<file path="src/logic/complexFirPkg.sv">
package complexFirPkg;

	// Number of taps in the filter, and the counter width that can also hold tapCount itself.
	localparam int tapCount = 12;
	localparam int tapIndexWidth = $clog2(tapCount + 1);

	// Sample and coefficient parts are signed two's complement.
	localparam int sampleWidth = 8;
	localparam int coeffWidth = 8;

	// One real product of a coefficient part and a sample part.
	localparam int productWidth = sampleWidth + coeffWidth;

	// A 16-bit product, one bit for the sum of two products, four bits of growth over twelve taps.
	localparam int accWidth = 21;

	// Wishbone data width and word address width.
	localparam int busWidth = 32;
	localparam int addrWidth = 3;

	// Fixed complex coefficient table, entry 0 belongs to the newest sample.
	localparam logic signed [coeffWidth-1:0] coeffTableRe [tapCount] = '{
		8'sd3, 8'sd2, 8'sd17, 8'sd0, 8'sd55, 8'sd120,
		8'sd123, 8'sd56, -8'sd99, -8'sd109, 8'sd23, -8'sd60
	};
	localparam logic signed [coeffWidth-1:0] coeffTableIm [tapCount] = '{
		8'sd7, 8'sd0, 8'sd5, -8'sd3, -8'sd103, -8'sd111,
		-8'sd24, 8'sd96, -8'sd32, -8'sd76, -8'sd14, 8'sd10
	};

	// Register word addresses on the bus.
	localparam logic [addrWidth-1:0] regControl = 3'd0;
	localparam logic [addrWidth-1:0] regStatus = 3'd1;
	localparam logic [addrWidth-1:0] regSample = 3'd2;
	localparam logic [addrWidth-1:0] regResultRe = 3'd3;
	localparam logic [addrWidth-1:0] regResultIm = 3'd4;

	// Core control states.
	typedef enum logic [2:0] {
		stateEmpty,
		stateLoading,
		stateIdle,
		stateMac,
		stateDone
	} coreState;

endpackage
</file>
<file path="src/logic/complexFirTop.sv">
`timescale 1ns/10ps

module complexFirTop (
	input logic clock,
	input logic reset,
	input logic cyc,
	input logic stb,
	input logic we,
	input logic [complexFirPkg::addrWidth-1:0] adr,
	input logic [complexFirPkg::busWidth-1:0] datIn,
	output logic [complexFirPkg::busWidth-1:0] datOut,
	output logic ack
);

	// Slave to loader and core.
	logic loadEnable;
	logic sampleStrobe;
	logic signed [complexFirPkg::sampleWidth-1:0] sampleRe;
	logic signed [complexFirPkg::sampleWidth-1:0] sampleIm;

	// Loader to core; the flag also goes to the status register.
	logic coeffValid;
	logic signed [complexFirPkg::coeffWidth-1:0] coeffRe;
	logic signed [complexFirPkg::coeffWidth-1:0] coeffIm;
	logic coeffSetFlag;

	// Core to slave.
	logic busy;
	logic resultValid;
	logic signed [complexFirPkg::accWidth-1:0] resultRe;
	logic signed [complexFirPkg::accWidth-1:0] resultIm;

	firWishboneSlave u_slave (
		.clock(clock),
		.reset(reset),
		.cyc(cyc),
		.stb(stb),
		.we(we),
		.adr(adr),
		.datIn(datIn),
		.datOut(datOut),
		.ack(ack),
		.loadEnable(loadEnable),
		.sampleStrobe(sampleStrobe),
		.sampleRe(sampleRe),
		.sampleIm(sampleIm),
		.coeffSetFlag(coeffSetFlag),
		.busy(busy),
		.resultValid(resultValid),
		.resultRe(resultRe),
		.resultIm(resultIm)
	);

	firCoeffLoader u_loader (
		.clock(clock),
		.reset(reset),
		.loadEnable(loadEnable),
		.coeffValid(coeffValid),
		.coeffRe(coeffRe),
		.coeffIm(coeffIm),
		.coeffSetFlag(coeffSetFlag)
	);

	complexFirCore u_core (
		.clock(clock),
		.reset(reset),
		.loadEnable(loadEnable),
		.coeffValid(coeffValid),
		.coeffRe(coeffRe),
		.coeffIm(coeffIm),
		.coeffSetFlag(coeffSetFlag),
		.sampleStrobe(sampleStrobe),
		.sampleRe(sampleRe),
		.sampleIm(sampleIm),
		.busy(busy),
		.resultValid(resultValid),
		.resultRe(resultRe),
		.resultIm(resultIm)
	);

endmodule

</file>
<file path="src/logic/firWishboneSlave.sv">
`timescale 1ns/10ps

module firWishboneSlave (
	input logic clock,
	input logic reset,
	input logic cyc,
	input logic stb,
	input logic we,
	input logic [complexFirPkg::addrWidth-1:0] adr,
	input logic [complexFirPkg::busWidth-1:0] datIn,
	output logic [complexFirPkg::busWidth-1:0] datOut,
	output logic ack,
	output logic loadEnable,
	output logic sampleStrobe,
	output logic signed [complexFirPkg::sampleWidth-1:0] sampleRe,
	output logic signed [complexFirPkg::sampleWidth-1:0] sampleIm,
	input logic coeffSetFlag,
	input logic busy,
	input logic resultValid,
	input logic signed [complexFirPkg::accWidth-1:0] resultRe,
	input logic signed [complexFirPkg::accWidth-1:0] resultIm
);

	// First cycle of a transfer; ack in the cycle after masks the rest of it.
	logic request;

	// Write decodes for the two writable registers.
	logic controlWrite;
	logic sampleWrite;

	// Read value for the addressed register.
	logic [complexFirPkg::busWidth-1:0] readData;

	assign request = cyc && stb && !ack;
	assign controlWrite = request && we && (adr == complexFirPkg::regControl);
	assign sampleWrite = request && we && (adr == complexFirPkg::regSample);

	// Read decode.
	// Results are signed, so the casts sign-extend them to the bus width.
	always_comb begin
		case (adr)
			complexFirPkg::regControl: begin
				readData = {{(complexFirPkg::busWidth - 1){1'b0}}, loadEnable};
			end
			complexFirPkg::regStatus: begin
				readData = {{(complexFirPkg::busWidth - 3){1'b0}}, resultValid, busy, coeffSetFlag};
			end
			complexFirPkg::regResultRe: begin
				readData = complexFirPkg::busWidth'(resultRe);
			end
			complexFirPkg::regResultIm: begin
				readData = complexFirPkg::busWidth'(resultIm);
			end
			default: begin
				// Unmapped addresses and the write-only sample register read zero.
				readData = '0;
			end
		endcase
	end

	// Handshake and control state.
	always_ff @(posedge clock) begin
		if (reset) begin
			ack <= 1'b0;
			loadEnable <= 1'b0;
			sampleStrobe <= 1'b0;
		end else begin
			ack <= request;
			// The pulse comes with the ack; the core decides on its own whether to take it.
			sampleStrobe <= sampleWrite;
			if (controlWrite) begin
				loadEnable <= datIn[0];
			end
		end
	end

	// Sample parts are captured together with the strobe.
	always_ff @(posedge clock) begin
		if (sampleWrite) begin
			sampleRe <= datIn[complexFirPkg::sampleWidth-1:0];
			sampleIm <= datIn[2*complexFirPkg::sampleWidth-1:complexFirPkg::sampleWidth];
		end
	end

	// Read data is registered so it is valid while ack is high.
	// Writes return zero.
	always_ff @(posedge clock) begin
		if (request) begin
			datOut <= we ? '0 : readData;
		end
	end

endmodule

</file>
<file path="src/logic/complexFirCore.sv">
`timescale 1ns/10ps

module complexFirCore (
	input logic clock,
	input logic reset,
	input logic loadEnable,
	input logic coeffValid,
	input logic signed [complexFirPkg::coeffWidth-1:0] coeffRe,
	input logic signed [complexFirPkg::coeffWidth-1:0] coeffIm,
	input logic coeffSetFlag,
	input logic sampleStrobe,
	input logic signed [complexFirPkg::sampleWidth-1:0] sampleRe,
	input logic signed [complexFirPkg::sampleWidth-1:0] sampleIm,
	output logic busy,
	output logic resultValid,
	output logic signed [complexFirPkg::accWidth-1:0] resultRe,
	output logic signed [complexFirPkg::accWidth-1:0] resultIm
);

	complexFirPkg::coreState state;

	// Coefficient shift register, filled from the top so entry 0 ends up in slot 0.
	logic signed [complexFirPkg::coeffWidth-1:0] coeffReRegs [complexFirPkg::tapCount];
	logic signed [complexFirPkg::coeffWidth-1:0] coeffImRegs [complexFirPkg::tapCount];

	// Sample delay line; slot 0 holds the newest sample.
	logic signed [complexFirPkg::sampleWidth-1:0] lineRe [complexFirPkg::tapCount];
	logic signed [complexFirPkg::sampleWidth-1:0] lineIm [complexFirPkg::tapCount];

	// Tap being multiplied in this MAC cycle.
	logic [complexFirPkg::tapIndexWidth-1:0] tapIndex;

	// Running complex sum.
	logic signed [complexFirPkg::accWidth-1:0] accRe;
	logic signed [complexFirPkg::accWidth-1:0] accIm;

	// The four real products of one complex multiply.
	logic signed [complexFirPkg::productWidth-1:0] prodReRe;
	logic signed [complexFirPkg::productWidth-1:0] prodImIm;
	logic signed [complexFirPkg::productWidth-1:0] prodReIm;
	logic signed [complexFirPkg::productWidth-1:0] prodImRe;

	// One complex term and the accumulator after adding it.
	logic signed [complexFirPkg::accWidth-1:0] termRe;
	logic signed [complexFirPkg::accWidth-1:0] termIm;
	logic signed [complexFirPkg::accWidth-1:0] nextAccRe;
	logic signed [complexFirPkg::accWidth-1:0] nextAccIm;

	logic loadStart;
	logic sampleAccept;
	logic lastTap;

	// The core is only ever empty while the enable was low, so this catches each rising edge.
	assign loadStart = (state == complexFirPkg::stateEmpty) && loadEnable;

	// Done counts as idle, so back-to-back samples need no extra cycle.
	assign sampleAccept = sampleStrobe && loadEnable &&
		((state == complexFirPkg::stateIdle) || (state == complexFirPkg::stateDone));

	assign lastTap = (state == complexFirPkg::stateMac) &&
		(tapIndex == complexFirPkg::tapIndexWidth'(complexFirPkg::tapCount - 1));

	assign busy = (state == complexFirPkg::stateMac);

	// (c_re + j c_im)(x_re + j x_im); the operands are sign-extended to the product width first.
	assign prodReRe = complexFirPkg::productWidth'(coeffReRegs[tapIndex]) *
		complexFirPkg::productWidth'(lineRe[tapIndex]);
	assign prodImIm = complexFirPkg::productWidth'(coeffImRegs[tapIndex]) *
		complexFirPkg::productWidth'(lineIm[tapIndex]);
	assign prodReIm = complexFirPkg::productWidth'(coeffReRegs[tapIndex]) *
		complexFirPkg::productWidth'(lineIm[tapIndex]);
	assign prodImRe = complexFirPkg::productWidth'(coeffImRegs[tapIndex]) *
		complexFirPkg::productWidth'(lineRe[tapIndex]);

	assign termRe = complexFirPkg::accWidth'(prodReRe) - complexFirPkg::accWidth'(prodImIm);
	assign termIm = complexFirPkg::accWidth'(prodReIm) + complexFirPkg::accWidth'(prodImRe);
	assign nextAccRe = accRe + termRe;
	assign nextAccIm = accIm + termIm;

	// Control FSM.
	// A low enable sends the core back to empty from any state, in step with the loader flag.
	always_ff @(posedge clock) begin
		if (reset) begin
			state <= complexFirPkg::stateEmpty;
		end else if (!loadEnable) begin
			state <= complexFirPkg::stateEmpty;
		end else begin
			case (state)
				complexFirPkg::stateEmpty: begin
					state <= complexFirPkg::stateLoading;
				end
				complexFirPkg::stateLoading: begin
					if (coeffSetFlag) begin
						state <= complexFirPkg::stateIdle;
					end
				end
				complexFirPkg::stateIdle, complexFirPkg::stateDone: begin
					if (sampleAccept) begin
						state <= complexFirPkg::stateMac;
					end
				end
				complexFirPkg::stateMac: begin
					if (lastTap) begin
						state <= complexFirPkg::stateDone;
					end
				end
				default: begin
					state <= complexFirPkg::stateEmpty;
				end
			endcase
		end
	end

	// Each loader entry shifts in at the top.
	always_ff @(posedge clock) begin
		if (coeffValid) begin
			for (int i = 0; i < complexFirPkg::tapCount - 1; i++) begin
				coeffReRegs[i] <= coeffReRegs[i + 1];
				coeffImRegs[i] <= coeffImRegs[i + 1];
			end
			coeffReRegs[complexFirPkg::tapCount - 1] <= coeffRe;
			coeffImRegs[complexFirPkg::tapCount - 1] <= coeffIm;
		end
	end

	// A new load empties the history.
	// An accepted sample pushes the line one slot down.
	always_ff @(posedge clock) begin
		if (loadStart) begin
			for (int i = 0; i < complexFirPkg::tapCount; i++) begin
				lineRe[i] <= '0;
				lineIm[i] <= '0;
			end
		end else if (sampleAccept) begin
			for (int i = 1; i < complexFirPkg::tapCount; i++) begin
				lineRe[i] <= lineRe[i - 1];
				lineIm[i] <= lineIm[i - 1];
			end
			lineRe[0] <= sampleRe;
			lineIm[0] <= sampleIm;
		end
	end

	// The accumulator starts from zero for every sample and adds one tap per MAC cycle.
	always_ff @(posedge clock) begin
		if (sampleAccept) begin
			accRe <= '0;
			accIm <= '0;
		end else if (busy) begin
			accRe <= nextAccRe;
			accIm <= nextAccIm;
		end
	end

	// Tap walk and result capture.
	// The result lands on the same edge on which busy falls.
	always_ff @(posedge clock) begin
		if (reset) begin
			tapIndex <= '0;
			resultValid <= 1'b0;
			resultRe <= '0;
			resultIm <= '0;
		end else if (sampleAccept) begin
			tapIndex <= '0;
			resultValid <= 1'b0;
		end else if (busy) begin
			tapIndex <= tapIndex + 1'b1;
			if (lastTap) begin
				resultRe <= nextAccRe;
				resultIm <= nextAccIm;
				resultValid <= 1'b1;
			end
		end
	end

endmodule

</file>
<file path="src/logic/firCoeffLoader.sv">
`timescale 1ns/10ps

module firCoeffLoader (
	input logic clock,
	input logic reset,
	input logic loadEnable,
	output logic coeffValid,
	output logic signed [complexFirPkg::coeffWidth-1:0] coeffRe,
	output logic signed [complexFirPkg::coeffWidth-1:0] coeffIm,
	output logic coeffSetFlag
);

	// Index of the next table entry to send.
	// It stops at tapCount, which marks the table as fully sent.
	logic [complexFirPkg::tapIndexWidth-1:0] tapCounter;

	// True while entries are still left to send.
	logic entriesLeft;

	assign entriesLeft = tapCounter < complexFirPkg::tapIndexWidth'(complexFirPkg::tapCount);

	always_ff @(posedge clock) begin
		if (reset) begin
			tapCounter <= '0;
			coeffValid <= 1'b0;
			coeffRe <= '0;
			coeffIm <= '0;
			coeffSetFlag <= 1'b0;
		end else if (loadEnable) begin
			if (entriesLeft) begin
				// Present entry k in the k-th cycle after the enable was first seen.
				coeffRe <= complexFirPkg::coeffTableRe[tapCounter];
				coeffIm <= complexFirPkg::coeffTableIm[tapCounter];
				coeffValid <= 1'b1;
				tapCounter <= tapCounter + 1'b1;
			end else begin
				// The last entry went out in the previous cycle.
				// The flag then holds for as long as the enable stays high.
				coeffValid <= 1'b0;
				coeffSetFlag <= 1'b1;
			end
		end else begin
			// A low enable clears everything.
			// The next rising edge therefore restarts the load from entry 0.
			tapCounter <= '0;
			coeffValid <= 1'b0;
			coeffRe <= '0;
			coeffIm <= '0;
			coeffSetFlag <= 1'b0;
		end
	end

endmodule

</file>
<file path="config.mk">
export PLATFORM = sky130hd
export DESIGN_NAME = complexFirTop
export DESIGN_NICKNAME = d
export VERILOG_FILES = /design/src/logic/complexFirPkg.sv /design/src/logic/complexFirTop.sv /design/src/logic/firWishboneSlave.sv /design/src/logic/complexFirCore.sv /design/src/logic/firCoeffLoader.sv
export SDC_FILE = /design/constraint.sdc
export NUM_CORES = 2
export LEC_CHECK = 0
export BUFFER_PORTS_ARGS = -buffer_cell sky130_fd_sc_hd__buf_2
export CORE_MARGIN = 2
export CORE_UTILIZATION = 64
export DETAILED_ROUTE_END_ITERATION = 7
export PLACE_DENSITY_LB_ADDON = 0.2
export SLEW_MARGIN = 40
export SYNTH_ARGS = -nofsm -noshare
export SYNTH_HDL_FRONTEND = slang
export SYNTH_SLANG_ARGS = --single-unit
</file>
<file path="constraint.sdc">
create_clock -name clock -period 12.15 [get_ports clock]
set_input_delay 2.43 -clock clock [delete_from_list [all_inputs] [get_ports clock]]
set_output_delay 2.43 -clock clock [all_outputs]
set_load 0.01 [all_outputs]
</file>
After elaboration in Yosys (flattened, before gate mapping)

Memory sizes are Yosys's and may differ from the RTL's. A register that Yosys moved wholly into a read port is not among the register bits.
Cells that the tools add are included.

Memory bits (writable): 384
Output and inout port bits: 33
Bits of input ports: 40
Logic and storage cells: 136
ROM bits: 256
Bits in latches: 0
Memories kept: 6
Flip-flop bits (word level): 149

Memory list:

| memory             | words | bits a word | rd ports | clocked after memory_dff | wr ports | line                 | source |
|---|---|---|---|---|---|---|---|
| (name not given)   | 16    | 8           | 1        | 1                        | 0        | firCoeffLoader.sv:32 | `coeffRe <= complexFirPkg::coeffTableRe[tapCounter];` |
| (name not given)   | 16    | 8           | 1        | 1                        | 0        | firCoeffLoader.sv:33 | `coeffIm <= complexFirPkg::coeffTableIm[tapCounter];` |
| u_core.coeffImRegs | 12    | 8           | 12       | 1                        | 12       | complexFirCore.sv:24 | `logic signed [complexFirPkg::coeffWidth-1:0] coeffImRegs [complexFirPkg::tapCount];` |
| u_core.coeffReRegs | 12    | 8           | 12       | 1                        | 12       | complexFirCore.sv:23 | `logic signed [complexFirPkg::coeffWidth-1:0] coeffReRegs [complexFirPkg::tapCount];` |
| u_core.lineIm      | 12    | 8           | 12       | 1                        | 12       | complexFirCore.sv:28 | `logic signed [complexFirPkg::sampleWidth-1:0] lineIm [complexFirPkg::tapCount];` |
| u_core.lineRe      | 12    | 8           | 12       | 1                        | 12       | complexFirCore.sv:27 | `logic signed [complexFirPkg::sampleWidth-1:0] lineRe [complexFirPkg::tapCount];` |

Reductions and logical operators: 19
Equality and inequality tests: 12
Shift operators: 0
Magnitude comparators: 1
$add $sub $neg: 6
Mux-type cells: 45
Bitwise logic cells: 27
Div/mod/pow operators: 0
Multipliers: 4

Operators by type and width:

| cell                                                                    | count |
|---|---|
| 8-bit two-way mux                                                       | 24 |
| 32-bit one-hot mux with 4 select lines                                  | 1 |
| 8-bit by 8-bit multiplier with 16-bit output                            | 4 |
| 21-bit adder                                                            | 2 |
| 4-bit two-way mux                                                       | 8 |
| 1-bit bitwise OR                                                        | 24 |
| 16-bit by 16-bit adder with 17-bit output                               | 1 |
| 16-bit by 16-bit subtractor with 17-bit output                          | 1 |
| 3-bit by 2-bit equality test with 1-bit output, second input constant   | 4 |
| 3-bit one-hot mux with 4 select lines                                   | 1 |
| 1-bit logical AND                                                       | 9 |
| 3-bit two-way mux                                                       | 3 |
| 4-bit by 1-bit adder with 4-bit output, second input constant           | 2 |
| 1-bit two-way mux                                                       | 8 |
| 3-bit by 1-bit equality test with 1-bit output, second input constant   | 2 |
| 3-bit equality test, second input constant                              | 2 |
| 3-bit logical NOT                                                       | 2 |
| 3-bit AND reduction                                                     | 2 |
| 2-bit OR reduction                                                      | 3 |
| 4-bit NOT with 5-bit output                                             | 1 |
| 4-bit equality test, second input constant                              | 1 |
| 4-bit less-than comparator, second input constant                       | 1 |
| 2-bit by 1-bit inequality test with 1-bit output, second input constant | 2 |
| 2-bit inequality test, second input constant                            | 1 |
| other kinds (4)                                                         | 5 |

Depth between registers and ports, before layout

Word-level depth: 7
Gate-level depth with buffers: 40
Mapped depth without buffers: 36

Modules after synthesis

Synthesis repeated with hierarchy kept, for this count alone.

Cells, all modules: 2,929
Area total of the unflattened synthesis: 35,813.1 um^2

Modules (own cells, without submodules):

| module           | instances | cells an instance | area each (um^2) |
|---|---|---|---|
| complexFirCore   | 1         | 2,692             | 32,997.9 |
| firWishboneSlave | 1         | 122               | 1,799.2 |
| firCoeffLoader   | 1         | 115               | 1,016.0 |

Worst setup path before layout

No wires, ideal clock.

Path type: reg-to-reg
Start: reg (tool-made name)
End: reg u_core.resultIm[20] in the netlist's numbering
Slack: 3.645 ns
Stages on the path, launching flop included: 32
Data arrival time: 8.444 ns
Data required time: 12.088 ns
Path buffers: 4
Period minus slack after synthesis: 8.505 ns
Setup time: 0.062 ns
Path through: dfxtp_1 buf_4 buf_4 buf_4 buf_4 mux4_2 a21oi_1 nor2_1 fa_1 fa_1 fa_1 fa_1 fa_1 inv_1 fa_1 inv_1 ha_1 and2_2 a31oi_1 o21ai_0 o41ai_2 or4b_1 o211ai_1 ha_1 o21a_1 nand3_1 a21oi_1 nor3_1 o41ai_1 xor2_1 or4_1 nand3_1

RTL lines:

| element                | line                  | source |
|---|---|---|
| end signal: assignment | complexFirCore.sv:170 | `resultIm <= nextAccIm;` |
| end: declaration       | complexFirCore.sv:17  | `output logic signed [complexFirPkg::accWidth-1:0] resultIm` |

==> impl_summary.md <==
Clock network
Once the clock tree was built, the setup fixing pass inserted 0 buffers. The insertion delay to the later sink of the worst-skew pair is 0.62 ns. No sink is reached through more buffers than the 3 on the longest clock path. The post-CTS resize count is 0.

The H-tree generated during clock tree synthesis spans 2 levels. The TritonCTS sink count is between 500 and 600. The buffer type at the clock tree root is sky130_fd_sc_hd__clkbuf_16. Hold repair after CTS inserted 0 buffers. The clock transition at the registers of the reported paths is around 0.060 ns. The number of clock buffers added by TritonCTS is between 50 and 60.

TritonCTS built the clock tree.

Power and ir drop
Per report_power, the combinational group accounts for between 20% and 30% of the total. For this design the ratio of total power to cell area is 137 mW/mm^2. The switching share of power is a little under a third. The share of power burned in registers is about two fifths. The clock power share is around 34%. For this design the total switching power over the nets is ~1.6 mW. Summed over all cells, the static leakage comes to around 14 nW.

Internal power comes to 3.53 mW. The largest vdd supply drop is 128 uV.

Floorplanning
The floorplan die width is 235 um. The core box area is about 0.053 mm^2. The die outline area is around 0.055 mm^2. The initial utilization of the core area, before any placement, comes to between 60 and 70%. Pin placement for this block handled between 70 and 80 I/O pins. The floorplan has 84 rows. From bottom edge to top edge, the die measures 235 um.

Drt
After the first detailed-routing iteration, the DRC count stood at 1737. For this block, the routed nets add up to around 70000 um of wire. The number of search-and-repair iterations in the first detailed-routing pass is 5. After detailed routing, the average wire length per cell comes to around 20 um.

The detailed-route via count is 21200. The DRC violations left is 0. The via count normalized by instance count is 5.86.

The remaining antenna violation count after routing is 0.

Synth
In the post-synthesis netlist, the cell with the most instances is sky130_fd_sc_hd__edfxtp_1. The top cell type by area accounts for a little under two fifths of the synthesized area. Synthesis inferred about 540 register bits.

Sequential cells were found to cover between 40% and 50% of the synthesized design area. The count of unique library cells instantiated by Yosys is 75. In the synthesized netlist, the number of instances is approximately 2900. The net count of the mapped netlist is 3345. The warning count from the yosys run is 0. Sorting the synthesized cells by area gives the leading types as sky130_fd_sc_hd__edfxtp_1, sky130_fd_sc_hd__fa_1, sky130_fd_sc_hd__dfxtp_1. The fraction of registers with async set/reset is 0%. The synthesized design contains 421 enable-type register cells. By count the netlist is led by sky130_fd_sc_hd__edfxtp_1, sky130_fd_sc_hd__inv_1, sky130_fd_sc_hd__fa_1.

After synthesis, the mean cell area works out to around 12 um^2. The top flip-flop cell by instance count after synthesis is sky130_fd_sc_hd__edfxtp_1. The dominant cell type by area after synthesis is sky130_fd_sc_hd__edfxtp_1. Summing every instance area after synthesis gives between 0.03 and 0.04 mm^2.

GRT
Global routing consumed, on the met1 layer, between 30% and 40% of the routing resources. After global routing, the most crowded layer is met2. Global routing used roughly 44% of the available met2 tracks. The sum of overflow across all layers after global routing is 0. The pin count of the biggest net entering global routing is 108.

The global-route total usage across every layer is about a quarter. The initial antenna violation count is 1. The wire length of the first global-routing pass is 118000 um. The via count of the first global-routing pass is roughly 22000. The routing usage on met3 is 3.71%.

Setup path
The destination of the worst register-to-register timing path is u_core.resultIm[20]$_SDFFE_PP0P_. The required time of the worst setup path is between 10 and 15 ns. On the critical path the largest part of the delay comes from adder cells.

Across all register-to-register paths, the minimum setup slack is 1.99 ns. Data on the critical path arrives at its endpoint at 10.72 ns. Measured in cells, the most critical reg-to-reg path has a length of 31. By instance count, the cell type seen most on the critical path is sky130_fd_sc_hd__fa_1. STA classifies the critical path startpoint as a flip-flop. The nature of the critical path endpoint is a flip-flop. The largest individual stage delay along the critical path comes from the cell sky130_fd_sc_hd__dfxtp_4. The critical path is of the reg2reg type.

The count of buffer and inverter cells on the critical path is 5. The biggest cell delay along the critical path is a little under 0.9 ns. Along the worst path, the maximum fanout reaches 47.

STA
For this run, the top clock speed supported by timing is approximately 0.1 GHz. The final critical path takes up 83.6% of the cycle. The worst clock skew is approximately 0.045 ns. Setup total negative slack on the finished layout was measured at 0 ns. The final count of hold timing violations is 0. The number of failing setup endpoints in the final timing report is 0.

The transition at the pin with the smallest max-transition slack is 0.866 ns. The worst path in the final design needs a cycle of between 10 and 15 ns, including I/O delays and setup. The final count of pins violating max slew is 0. Setup repair after global routing left no endpoint under its margin. The worst slew margin relative to its limit is 42.2%.

Placement
The final weighted congestion in routability-driven placement is ~0.9. The half-perimeter wire length after detailed placement is 51100 um. After detailed placement, the design holds a cell count of 3524. In this run the tool buffered the top-level ports with 56 buffer cells.

Finish
In the final layout, the multi-input gates occupy 0.0172 mm^2. The area taken by flip-flops and latches is 0.0151 mm^2. The utilization of the core after routing is 70.4%. The number of nets in the final layout is ~3400.

The filler cells instantiated in the layout total around 3700. For this run, the number of standard cells in the final layout without fillers is roughly 3600. The ratio of cells with drive above 1 in the final layout is between 10% and 20%. Compared with the post-synthesis result, the final layout area differs by 8.49%.

Hold path
The path class of the tightest hold or removal check is reg2reg. The hold path startpoint is u_core.coeffImRegs[11][2]$_DFFE_PP_. Counting instances, the worst hold path has a depth of 0.

The hold-critical path endpoint is u_core.coeffImRegs[10][2]$_DFFE_PP_.

Status
The flow ran to the end, and the final reports show no timing, DRC or antenna violations.

Run
The number of max-capacitance violations reported is 0.
-- state kept, by name, summed over array words and instances (netlist names), 8 cells and up, named ones only --
name and cells:
u_core.lineRe 96, u_core.coeffReRegs 96, u_core.lineIm 96, u_slave.datOut 21, u_core.coeffImRegs 96, u_loader.coeffIm 8, u_core.resultRe 21, u_slave.sampleRe 8
u_loader.coeffRe 8, u_core.resultIm 21, u_core.accRe 21, u_slave.sampleIm 8, u_core.accIm 21
-- power by group through the flow --
stage / combinational (mW) / clock (mW) / sequential, mW
final: 1.37 / 1.72 / 1.98
after global routing: 1.51 / 1.82 / 1.98
after CTS: 1.35 / 1.76 / 1.98
after detailed placement: 1.34 / 0 / 2.02
after global placement: 1.30 / 0 / 2.02
after floorplan: 1.03 / 0 / 2.03
-- final cells by class --
| class | instances | area share [%] |
|---|---|---|
| diodes | 1 | 0.00675 |
| clock buffers | 70 | 4.00 |
| clock inverters | 32 | 1.02 |
| inverters | 357 | 3.62 |
| multi-input cells | 1832 | 46.4 |
| flip-flops and latches | 542 | 40.7 |
| well taps | 688 | 2.32 |
| repair buffers | 105 | 1.98 |
-- through the flow --
stage	setup slack [ns]	instance area [um^2]	total power [mW]	hold WS [ns]
detailed placement	2.00	35200	3.36	0.413
floorplan	3.64	34200	3.06	0.400
global route	1.32	37100	5.32	0.444
CTS	1.93	37000	5.09	0.423
finish	1.99	37100	5.08	0.427
global placement	1.87	35000	3.32	0.413
-- worst max-delay path by stage --
stage,startpoint,depth (start not counted),to
global route,flip-flop,32,u_core.resultIm[20]$_SDFFE_PP0P_
global placement,flip-flop,31,u_core.resultIm[20]$_SDFFE_PP0P_
detailed placement,flip-flop,34,u_core.resultIm[20]$_SDFFE_PP0P_
finish,flip-flop,31,u_core.resultIm[20]$_SDFFE_PP0P_
CTS,flip-flop,34,u_core.resultIm[20]$_SDFFE_PP0P_
floorplan,flip-flop,31,u_core.resultIm[20]$_SDFFE_PP0P_
-- cells by family (layout without fill, tap and decap cells) --
logic type	Yosys count	in the layout	synth area share (%)
AND/OR/NAND/NOR	831	831	11.7
flip-flops	542	542	44.1
buffers and inverters	491	564	5.87
adder cells (fa/ha/maj)	441	441	22.3
AO/OA/AOI/OAI	340	340	6.35
multiplexers	133	133	7.42
XOR/XNOR	87	87	2.25
other	0	1	0
-- layer usage --
metal	vias up	part of all wire [%]	wire length, um
met5	-	0	0
met4	0	2.9	2080
met3	134	5.5	3890
met2	634	49	34700
met1	10800	43	30500
li1	9705	-	-
-- layout by cell type (no fill, tap or decap), types with 25 or more instances in the layout --
| master | synthesis | layout |
|---|---|---|
| sky130_fd_sc_hd__inv_1 | 356 | 355 |
| sky130_fd_sc_hd__buf_2 | 25 | 55 |
| sky130_fd_sc_hd__o21a_1 | 25 | 25 |
| sky130_fd_sc_hd__buf_4 | 24 | 41 |
| sky130_fd_sc_hd__dfxtp_1 | 121 | 116 |
| sky130_fd_sc_hd__nor2b_1 | 48 | 48 |
| sky130_fd_sc_hd__ha_1 | 159 | 159 |
| sky130_fd_sc_hd__or2_2 | 27 | 27 |
| sky130_fd_sc_hd__mux4_2 | 96 | 96 |
| sky130_fd_sc_hd__fa_1 | 281 | 281 |
| sky130_fd_sc_hd__mux2i_1 | 35 | 35 |
| sky130_fd_sc_hd__clkbuf_16 | 0 | 54 |
| sky130_fd_sc_hd__nand2_1 | 222 | 222 |
| sky130_fd_sc_hd__a211oi_1 | 27 | 27 |
| sky130_fd_sc_hd__a21oi_1 | 146 | 137 |
| sky130_fd_sc_hd__and2_1 | 165 | 165 |
| sky130_fd_sc_hd__xnor2_1 | 73 | 73 |
| sky130_fd_sc_hd__edfxtp_1 | 421 | 421 |
| sky130_fd_sc_hd__nand2b_1 | 34 | 32 |
| sky130_fd_sc_hd__o21ai_0 | 46 | 45 |
| sky130_fd_sc_hd__nor2_1 | 263 | 261 |
Note: power is estimated with default switching activity, not from simulation.
